### src/rtl/cpu_cfg.svh
`ifndef CPU_CFG_SVH
`define CPU_CFG_SVH

// datapath and instruction width
`define CPU_DATA_W 8

// general purpose registers r0..r3
`define CPU_REG_CNT 4

// unified program/data memory, bytes
`define CPU_MEM_DEPTH 256

// OR-ed into every data address so loads/stores stay in the upper half
`define CPU_DATA_BASE 8'h80

`endif
### src/rtl/cpu_pkg.sv
`include "cpu_cfg.svh"

package cpu_pkg;

    typedef logic [`CPU_DATA_W-1:0] word_t;                  // register / alu / port value
    typedef logic [$clog2(`CPU_REG_CNT)-1:0] reg_idx_t;      // ra / rb field
    typedef logic [$clog2(`CPU_MEM_DEPTH)-1:0] addr_t;       // memory address

    // instr[7:4], unlisted codes decode as nop
    typedef enum logic [3:0] {
        OP_NOP = 4'd0,
        OP_MOV = 4'd1,
        OP_ADD = 4'd2,
        OP_SUB = 4'd3,
        OP_AND = 4'd4,
        OP_OR  = 4'd5,
        OP_INC = 4'd6,
        OP_OUT = 4'd7,
        OP_IN  = 4'd8,
        OP_LDD = 4'd9,
        OP_STD = 4'd10
    } opcode_t;

    typedef enum logic [2:0] {
        ALU_PASS_B,   // mov, out, ldd/std address
        ALU_ADD,
        ALU_SUB,
        ALU_AND,
        ALU_OR,
        ALU_INC,
        ALU_PASS_IN   // in, sampled port value as result
    } alu_op_t;

    typedef enum logic {
        WB_ALU,
        WB_MEM
    } wb_sel_t;

endpackage

### src/rtl/ex_mem_if.sv
`timescale 1ns/1ns

interface ex_mem_if import cpu_pkg::*; ();

    logic     reg_write;
    logic     mem_write;
    logic     io_write;
    logic     mem_read;     // load in MEM, result not yet forwardable
    wb_sel_t  wb_sel;
    reg_idx_t rd;
    word_t    alu_res;      // also the data address before the base bit
    word_t    store_data;   // forwarded ra for std

    modport producer (output reg_write, mem_write, io_write, mem_read, wb_sel, rd,
                      output alu_res, store_data);
    modport consumer (input reg_write, mem_write, io_write, wb_sel, rd, alu_res, store_data);
    modport peek (input mem_read);

endinterface

### src/rtl/id_ex_if.sv
`timescale 1ns/1ns

interface id_ex_if import cpu_pkg::*; ();

    logic     reg_write;
    logic     mem_read;    // ldd, also the load-use marker
    logic     mem_write;
    logic     io_write;    // out
    wb_sel_t  wb_sel;
    alu_op_t  alu_op;
    reg_idx_t rd;          // rb for in, ra otherwise
    reg_idx_t src_a;       // forwarding compare index
    reg_idx_t src_b;
    word_t    a_val;       // regfile read in decode
    word_t    b_val;
    word_t    in_val;      // input port sampled at fetch

    modport producer (output reg_write, mem_read, mem_write, io_write, wb_sel, alu_op,
                      output rd, src_a, src_b, a_val, b_val, in_val);
    modport consumer (input reg_write, mem_read, mem_write, io_write, wb_sel, alu_op,
                      input rd, src_a, src_b, a_val, b_val, in_val);

endinterface

### src/rtl/cpu_top.sv
`timescale 1ns/1ns

module cpu_top import cpu_pkg::*; (
    input  logic  clk,
    input  logic  rst_n,
    input  word_t in_port,
    output word_t out_port,
    output logic  out_write
);

    // fetch <-> decode
    addr_t    pc;
    word_t    mem_instr;
    word_t    ifid_instr;
    word_t    ifid_in_val;
    logic     stall;

    // write-back path, back to decode and execute
    logic     wb_write;
    reg_idx_t wb_rd;
    word_t    wb_data;

    // data port
    addr_t    mem_addr;
    word_t    mem_wdata;
    logic     mem_we;
    word_t    mem_rdata;

    id_ex_if  id_ex_i ();
    ex_mem_if ex_mem_i ();

    fetch_stage fetch_i (
        .clk       (clk),
        .rst_n     (rst_n),
        .stall     (stall),
        .in_port   (in_port),
        .pc        (pc),
        .mem_instr (mem_instr),
        .instr     (ifid_instr),
        .in_val    (ifid_in_val)
    );

    decode_stage decode_i (
        .clk      (clk),
        .rst_n    (rst_n),
        .instr    (ifid_instr),
        .in_val   (ifid_in_val),
        .stall    (stall),
        .wb_write (wb_write),
        .wb_rd    (wb_rd),
        .wb_data  (wb_data),
        .ex_mem   (ex_mem_i.peek),
        .id_ex    (id_ex_i.producer)
    );

    execute_stage execute_i (
        .clk      (clk),
        .rst_n    (rst_n),
        .id_ex    (id_ex_i.consumer),
        .ex_mem   (ex_mem_i.producer),
        .wb_write (wb_write),
        .wb_rd    (wb_rd),
        .wb_data  (wb_data)
    );

    mem_wb_stage mem_wb_i (
        .clk       (clk),
        .rst_n     (rst_n),
        .ex_mem    (ex_mem_i.consumer),
        .mem_addr  (mem_addr),
        .mem_wdata (mem_wdata),
        .mem_we    (mem_we),
        .mem_rdata (mem_rdata),
        .wb_write  (wb_write),
        .wb_rd     (wb_rd),
        .wb_data   (wb_data),
        .out_port  (out_port),
        .out_write (out_write)
    );

    cpu_memory mem_i (
        .clk        (clk),
        .instr_addr (pc),          // port a, instruction
        .instr_data (mem_instr),
        .data_addr  (mem_addr),    // port b, ldd/std
        .data_wdata (mem_wdata),
        .data_we    (mem_we),
        .data_rdata (mem_rdata)
    );

endmodule

### src/rtl/mem_wb_stage.sv
`timescale 1ns/1ns
`include "cpu_cfg.svh"

module mem_wb_stage import cpu_pkg::*; (
    input  logic        clk,
    input  logic        rst_n,
    ex_mem_if.consumer  ex_mem,
    output addr_t       mem_addr,
    output word_t       mem_wdata,
    output logic        mem_we,
    input  word_t       mem_rdata,
    output logic        wb_write,
    output reg_idx_t    wb_rd,
    output word_t       wb_data,
    output word_t       out_port,
    output logic        out_write
);

    wb_sel_t wb_sel_q;
    logic    io_write_q;
    word_t   alu_q;
    word_t   mem_q;

    assign mem_addr  = addr_t'(ex_mem.alu_res | `CPU_DATA_BASE);   // data half only
    assign mem_wdata = ex_mem.store_data;
    assign mem_we    = ex_mem.mem_write;

    // MEM/WB controls
    always_ff @(posedge clk) begin
        if (!rst_n) begin
            wb_write   <= 1'b0;
            wb_rd      <= '0;
            wb_sel_q   <= WB_ALU;
            io_write_q <= 1'b0;
        end else begin
            wb_write   <= ex_mem.reg_write;
            wb_rd      <= ex_mem.rd;
            wb_sel_q   <= ex_mem.wb_sel;
            io_write_q <= ex_mem.io_write;
        end
    end

    always_ff @(posedge clk) begin
        alu_q <= ex_mem.alu_res;   // for out this is the rb value
        mem_q <= mem_rdata;
    end

    assign wb_data   = (wb_sel_q == WB_MEM) ? mem_q : alu_q;
    assign out_write = io_write_q;                   // strobe, so a zero output shows
    assign out_port  = io_write_q ? alu_q : '0;

endmodule

### src/rtl/execute_stage.sv
`timescale 1ns/1ns

module execute_stage import cpu_pkg::*; (
    input  logic        clk,
    input  logic        rst_n,
    id_ex_if.consumer   id_ex,
    ex_mem_if.producer  ex_mem,
    input  logic        wb_write,
    input  reg_idx_t    wb_rd,
    input  word_t       wb_data
);

    word_t op_a;
    word_t op_b;
    word_t alu_out;

    // EX/MEM first (not a load, data not there yet), then MEM/WB, then decode value
    function automatic word_t fwd(input reg_idx_t src, input word_t dec_val);
        word_t val;
        if (ex_mem.reg_write && !ex_mem.mem_read && ex_mem.rd == src) begin
            val = ex_mem.alu_res;
        end else if (wb_write && wb_rd == src) begin
            val = wb_data;         // alu result or load data
        end else begin
            val = dec_val;
        end
        return val;
    endfunction

    assign op_a = fwd(id_ex.src_a, id_ex.a_val);   // ra
    assign op_b = fwd(id_ex.src_b, id_ex.b_val);   // rb

    always_comb begin
        case (id_ex.alu_op)
            ALU_ADD:     alu_out = op_a + op_b;
            ALU_SUB:     alu_out = op_a - op_b;
            ALU_AND:     alu_out = op_a & op_b;
            ALU_OR:      alu_out = op_a | op_b;
            ALU_INC:     alu_out = op_a + 1'b1;
            ALU_PASS_IN: alu_out = id_ex.in_val;
            default:     alu_out = op_b;            // mov, out value, ldd/std address
        endcase
    end

    // EX/MEM controls
    always_ff @(posedge clk) begin
        if (!rst_n) begin
            ex_mem.reg_write <= 1'b0;
            ex_mem.mem_write <= 1'b0;
            ex_mem.io_write  <= 1'b0;
            ex_mem.mem_read  <= 1'b0;
            ex_mem.wb_sel    <= WB_ALU;
            ex_mem.rd        <= '0;
        end else begin
            ex_mem.reg_write <= id_ex.reg_write;
            ex_mem.mem_write <= id_ex.mem_write;
            ex_mem.io_write  <= id_ex.io_write;
            ex_mem.mem_read  <= id_ex.mem_read;
            ex_mem.wb_sel    <= id_ex.wb_sel;
            ex_mem.rd        <= id_ex.rd;
        end
    end

    // EX/MEM payload
    always_ff @(posedge clk) begin
        ex_mem.alu_res    <= alu_out;
        ex_mem.store_data <= op_a;   // std stores ra
    end

endmodule

### src/rtl/decode_stage.sv
`timescale 1ns/1ns
`include "cpu_cfg.svh"

module decode_stage import cpu_pkg::*; (
    input  logic         clk,
    input  logic         rst_n,
    input  word_t        instr,
    input  word_t        in_val,
    output logic         stall,
    input  logic         wb_write,
    input  reg_idx_t     wb_rd,
    input  word_t        wb_data,
    ex_mem_if.peek       ex_mem,
    id_ex_if.producer    id_ex
);

    opcode_t  op;
    reg_idx_t ra;
    reg_idx_t rb;
    logic     uses_a;
    logic     uses_b;
    logic     dec_reg_write;
    alu_op_t  dec_alu_op;
    reg_idx_t dec_rd;
    word_t    rf [`CPU_REG_CNT];
    word_t    ra_val;
    word_t    rb_val;
    logic     load_use;

    assign op = opcode_t'(instr[7:4]);
    assign ra = instr[3:2];
    assign rb = instr[1:0];

    // which operands are really read, so no false stalls
    assign uses_a = op inside {OP_ADD, OP_SUB, OP_AND, OP_OR, OP_INC, OP_STD};
    assign uses_b = op inside {OP_MOV, OP_ADD, OP_SUB, OP_AND, OP_OR, OP_OUT, OP_LDD, OP_STD};
    assign dec_reg_write = op inside {OP_MOV, OP_ADD, OP_SUB, OP_AND, OP_OR, OP_INC,
                                      OP_IN, OP_LDD};
    assign dec_rd = (op == OP_IN) ? rb : ra;   // in writes rb

    always_comb begin
        case (op)
            OP_ADD:  dec_alu_op = ALU_ADD;
            OP_SUB:  dec_alu_op = ALU_SUB;
            OP_AND:  dec_alu_op = ALU_AND;
            OP_OR:   dec_alu_op = ALU_OR;
            OP_INC:  dec_alu_op = ALU_INC;
            OP_IN:   dec_alu_op = ALU_PASS_IN;
            default: dec_alu_op = ALU_PASS_B;  // mov, out, ldd, std address
        endcase
    end

    // register file, written from MEM/WB
    always_ff @(posedge clk) begin
        if (!rst_n) begin
            rf <= '{default: '0};
        end else if (wb_write) begin
            rf[wb_rd] <= wb_data;
        end
    end

    // same-cycle write passes straight through
    assign ra_val = (wb_write && wb_rd == ra) ? wb_data : rf[ra];
    assign rb_val = (wb_write && wb_rd == rb) ? wb_data : rf[rb];

    // ldd in EX whose target is read here
    assign load_use = id_ex.mem_read &&
                      ((uses_a && id_ex.rd == ra) || (uses_b && id_ex.rd == rb));

    assign stall = load_use;   // one cycle, the bubble clears id_ex.mem_read

    // ID/EX controls, cleared to a nop on reset or stall
    always_ff @(posedge clk) begin
        if (!rst_n || stall) begin
            id_ex.reg_write <= 1'b0;
            id_ex.mem_read  <= 1'b0;
            id_ex.mem_write <= 1'b0;
            id_ex.io_write  <= 1'b0;
            id_ex.wb_sel    <= WB_ALU;
            id_ex.alu_op    <= ALU_PASS_B;
            id_ex.rd        <= '0;
        end else begin
            id_ex.reg_write <= dec_reg_write;
            id_ex.mem_read  <= (op == OP_LDD);
            id_ex.mem_write <= (op == OP_STD);
            id_ex.io_write  <= (op == OP_OUT);
            id_ex.wb_sel    <= (op == OP_LDD) ? WB_MEM : WB_ALU;
            id_ex.alu_op    <= dec_alu_op;
            id_ex.rd        <= dec_rd;
        end
    end

    // ID/EX payload
    always_ff @(posedge clk) begin
        id_ex.src_a  <= ra;
        id_ex.src_b  <= rb;
        id_ex.a_val  <= ra_val;
        id_ex.b_val  <= rb_val;
        id_ex.in_val <= in_val;
    end

endmodule

### src/rtl/fetch_stage.sv
`timescale 1ns/1ns

module fetch_stage import cpu_pkg::*; (
    input  logic  clk,
    input  logic  rst_n,
    input  logic  stall,       // load-use hold from decode
    input  word_t in_port,
    output addr_t pc,
    input  word_t mem_instr,   // combinational read at pc
    output word_t instr,       // IF/ID
    output word_t in_val       // IF/ID
);

    addr_t pc_plus1;

    assign pc_plus1 = pc + 1'b1;   // wraps at 256

    always_ff @(posedge clk) begin
        if (!rst_n) begin
            pc     <= '0;
            instr  <= '0;          // opcode 0 is nop
            in_val <= '0;
        end else if (!stall) begin
            pc     <= pc_plus1;
            instr  <= mem_instr;
            in_val <= in_port;     // port travels with its instruction
        end
    end

endmodule

### src/rtl/cpu_memory.sv
`timescale 1ns/1ns
`include "cpu_cfg.svh"

module cpu_memory (
    input  logic                              clk,
    input  logic [$clog2(`CPU_MEM_DEPTH)-1:0] instr_addr,
    output logic [`CPU_DATA_W-1:0]            instr_data,
    input  logic [$clog2(`CPU_MEM_DEPTH)-1:0] data_addr,
    input  logic [`CPU_DATA_W-1:0]            data_wdata,
    input  logic                              data_we,
    output logic [`CPU_DATA_W-1:0]            data_rdata
);

    // program in the lower half, data in the upper half
    logic [`CPU_DATA_W-1:0] mem [`CPU_MEM_DEPTH];

    assign instr_data = mem[instr_addr];   // async read
    assign data_rdata = mem[data_addr];

    always @(posedge clk) begin
        if (data_we) begin
            mem[data_addr] <= data_wdata;
        end
    end

endmodule

### config.mk
export PLATFORM = sky130hd
export DESIGN_NAME = cpu_top
export DESIGN_NICKNAME = d
export VERILOG_FILES = /design/src/rtl/cpu_pkg.sv /design/src/rtl/ex_mem_if.sv /design/src/rtl/id_ex_if.sv /design/src/rtl/cpu_top.sv /design/src/rtl/mem_wb_stage.sv /design/src/rtl/execute_stage.sv /design/src/rtl/decode_stage.sv /design/src/rtl/fetch_stage.sv /design/src/rtl/cpu_memory.sv
export VERILOG_INCLUDE_DIRS = /design/src /design/src/rtl
export SDC_FILE = /design/constraint.sdc
export NUM_CORES = 2
export LEC_CHECK = 0
export ABC_CLOCK_PERIOD_IN_PS = 4300
export BUFFER_PORTS_ARGS = -buffer_cell sky130_fd_sc_hd__buf_2
export CORE_MARGIN = 8
export CORE_UTILIZATION = 55
export CTS_CLUSTER_DIAMETER = 50
export DETAILED_ROUTE_END_ITERATION = 8
export PLACE_DENSITY_LB_ADDON = 0.25
export SETUP_SLACK_MARGIN = 0.4
export SLEW_MARGIN = 25
export SYNTH_ARGS = -nofsm -noshare
export SYNTH_HDL_FRONTEND = slang
export SYNTH_SLANG_ARGS = --single-unit
### constraint.sdc
create_clock -name clk -period 4.3 [get_ports clk]
set_input_delay 0.645 -clock clk [delete_from_list [all_inputs] [get_ports clk]]
set_output_delay 0.645 -clock clk [all_outputs]
set_load 0.02 [all_outputs]
==> results_dict.tcl <==
set metrics [dict create \
    outcome "finished clean" \
    hpwlAfterDp_mm 93.6 \
    timing.critical_path.from "decode_i.id_ex.src_b[1]$_DFF_P_" \
    drtIter0Drc 3618 \
    timing.clock.skew_ns 0.0307 \
    cp_class "reg -> reg" \
    synth-async-reset-ratio_pct 0 \
    clock_tree_from_tritoncts "built" \
    cts_post_setup_buffers_inserted 0 \
    hold_class "in -> reg" \
    worst-slew-pin-transition_ns 1.08 \
    ys.flop_type "edfxtp_1" \
    cp-start-kind "register" \
    ys_seq_area_share_pct 62.6 \
    drt.antenna.violating_nets 0 \
    synth.area.top_cells "edfxtp_1 58%, mux4_2 29%, dfxtp_1 5.1%, nor2_1 1.1%, clkbuf_1 0.88%" \
    cts_htree_levels 4 \
    grt_antenna_before_repair 8 \
    remaining_drc_errors 0 \
    report.final.slew_viol_count 0 \
    critical-path-top-delay-family "compound AO/OA/AOI/OAI gates" \
    drive_gt1_share_pct 39.9 \
    rsz_0062_raised_after_global_routing "true" \
    die_h_microns 328 \
    syn-instance-count 2676 \
    max_slew_headroom_pct 28.2 \
    hold_path_startpoint "in_port[3]" \
    p_leak_nw 19.0 \
    synthesis.area_sq_um 53400 \
    boundaryPins 19 \
    max_clock_freq_mhz 273 \
    critical-path-slowest-cell "dfxtp_1" \
    finalWorstPathRequiredPeriod_ns 3.66 \
    setup_viol 0 \
    warnings_from_yosys 0 \
    critical_path.endpoint_type "register" \
    vias 29200 \
    cp_cell_sequence "xnor2_2 -> and3_2 -> buf_4 -> a211oi_2 -> a21oi_1 -> xnor2_1 -> o22ai_1 -> ha_1 -> nor2b_1 -> o21ai_0 -> a21boi_0 -> o21ai_0 -> nor3b_1 -> nor3_1 -> a21oi_1 -> o221ai_1" \
    period_share_pct 85.0 \
    power_per_unit_of_standard_cell_area_nw_per_um2 454 \
    average_wire_per_standard_cell_microns 33.4 \
    route.detailed.vias_per_inst 6.92 \
    critPathRequiredTime_ns 4.89 \
    routed_wl_mm 141 \
    synth.ff_latch_count 1159 \
    critPathArrivalTime_ns 4.25 \
    timing.final.hold_violations 0 \
    drv.max_cap_violation_count 0 \
    yosys_top_cell_area_share_pct 57.6 \
    grt_max_degree 125 \
    critical_path_peak_fanout 13 \
    design.die.area_sq_um 107000 \
    fin_setup_tns_ns 0 \
    synthDominantAreaCellType "edfxtp_1" \
    placementRows 114 \
    design.core.area_sq_um 96400 \
    count_of_different_cell_masters_after_synthesis 51 \
    worstReg2RegStart "decode_i.id_ex.src_b[1]$_DFF_P_" \
    grt_remaining_overflow 0 \
    post_cts_resize_count 1 \
    synth_enable_flop_cells 1024 \
    grt_first_pass_wirelength_mm 209 \
    globalplace.congestion 0.863 \
    port_buffers 18 \
    finalNetCount 2852 \
    final_core_utilization_pct 63.0 \
    die_width_microns 328 \
    cts_bufs_inserted 130 \
    first_global_vias 30000 \
    clkSlewWorstSetupHoldPaths_ns 0.06 \
    clock-sinks 1159 \
    clock_tree.buffer_depth 3 \
    peakVddDrop_mv 0.305 \
    gr-usage-all-layers_pct 26.5 \
    worstSkewPairLatency_ns 0.74 \
    synth_top_cells_by_count "1,024 x edfxtp_1, 688 x mux4_2, 157 x nor2_1, 135 x dfxtp_1, 125 x clkbuf_1" \
    flow.area_growth_from_synthesis_pct 13.6 \
    postSynthNetCount 2695 \
    cts_hold_buf 0 \
    drt_pre_antenna_iters 6 \
    yosysMostFrequentCell "edfxtp_1" \
    critical_path_buf_inv_count 1 \
    largest_stage_delay_on_the_critical_path_ns 0.46 \
    root_buffer "clkbuf_16" \
    postSynthAreaPerCell_sq_um 20.0 \
    initial_utilization_pct 55.4 \
]
layer usage:
| metal | vias to the layer above | track usage, % | share of wire (%) |
|---|---|---|---|
| met1 | 15500 | 36.2 | 37 |
| met5 | - | 0 | 0.029 |
| met4 | 6 | 10.6 | 4.3 |
| li1 | 11800 | - | - |
| met2 | 1628 | 42.0 | 49 |
| met3 | 265 | 5.72 | 9.4 |
area by class of cell:
class                   instances  area, sq um
fillers                      6540        35700
clock buffers                 157         3550
multi-input cells            1291        19100
flip-flops and latches       1159        33500
well taps                    1276         1600
diodes                          2         5.00
clock inverters                81          828
repair buffers                236         2030
inverters                      15         56.3
flip-flops by register name, indices dropped and copies added (netlist names), 2 cells and up:
register                     flops
decode_i.id_ex.a_val             8
decode_i.id_ex.in_val            8
decode_i.id_ex.alu_op            3
decode_i.rf                     32
execute_i.ex_mem.alu_res         8
decode_i.id_ex.src_b             2
mem_wb_i.alu_q                   8
fetch_i.instr                    8
fetch_i.pc                       7
decode_i.id_ex.b_val             8
decode_i.id_ex.src_a             2
mem_i.mem                     1024
execute_i.ex_mem.rd              2
mem_wb_i.mem_q                   8
execute_i.ex_mem.store_data      8
decode_i.id_ex.rd                2
fetch_i.in_val                   8
mem_wb_i.wb_rd                   2
report_power, final:
part | internal [mW] | switching (mW)
Combinational | 1.71 | 1.91
Sequential | 12.4 | 0.297
Clock | 6.67 | 4.59
kinds of logic after synthesis:
| kind of cell | Yosys count | synth area share [%] |
|---|---|---|
| simple gates | 375 | 3.11 |
| mux | 730 | 29.8 |
| buf+inv | 226 | 1.74 |
| fa+ha+maj | 9 | 0.225 |
| compound gates | 146 | 1.95 |
| flops | 1159 | 62.6 |
| xor+xnor | 31 | 0.536 |
path summary, 6_finish.rpt:
check,to,slack [ns],cells after the start
max,execute_i.ex_mem.alu_res[6]$_DFF_P_,0.64,16
min,fetch_i.in_val[3]$_SDFFE_PN0N_,0.19,3
max reg2reg,execute_i.ex_mem.alu_res[6]$_DFF_P_,0.64,16
min reg2reg,decode_i.id_ex.in_val[0]$_DFF_P_,0.36,0
layout by cell type, fill, tap and decap left out, types with 21 or more instances in the layout:
cell / synthesis / final
xnor2_1: 23 / 21
buf_4: 1 / 194
mux2i_1: 34 / 34
mux4_2: 688 / 688
and2_1: 26 / 26
nor2_1: 157 / 156
o211a_1: 35 / 35
dfxtp_1: 135 / 115
o21ai_0: 44 / 43
nand2_1: 114 / 114
edfxtp_1: 1024 / 1024
buf_12: 0 / 23
clkbuf_16: 0 / 136
through the flow:
stage	worst slack, ns	hold WS [ns]	power [mW]	area [sq um]	cells
global route	0.315	0.185	28.3	60700	4215
finish	0.643	0.190	27.6	60700	4217
floorplan	0.754	0.329	15.2	53400	2676
detailed placement	0.359	0.339	16.5	56200	3976
global placement	0.326	0.340	16.4	56200	3976
CTS	0.403	0.143	27.7	60600	4214
worst reg2reg max path: stages (launching register included):
cell      delay (ns)
dfxtp_1         0.46
xnor2_2         0.17
and3_2          0.31
buf_4           0.23
a211oi_2        0.08
a21oi_1         0.27
xnor2_1         0.16
o22ai_1         0.10
ha_1            0.32
nor2b_1         0.14
o21ai_0         0.23
a21boi_0        0.14
o21ai_0         0.24
nor3b_1         0.29
nor3_1          0.08
a21oi_1         0.16
o221ai_1        0.14
(Power assumes the default switching activity.)
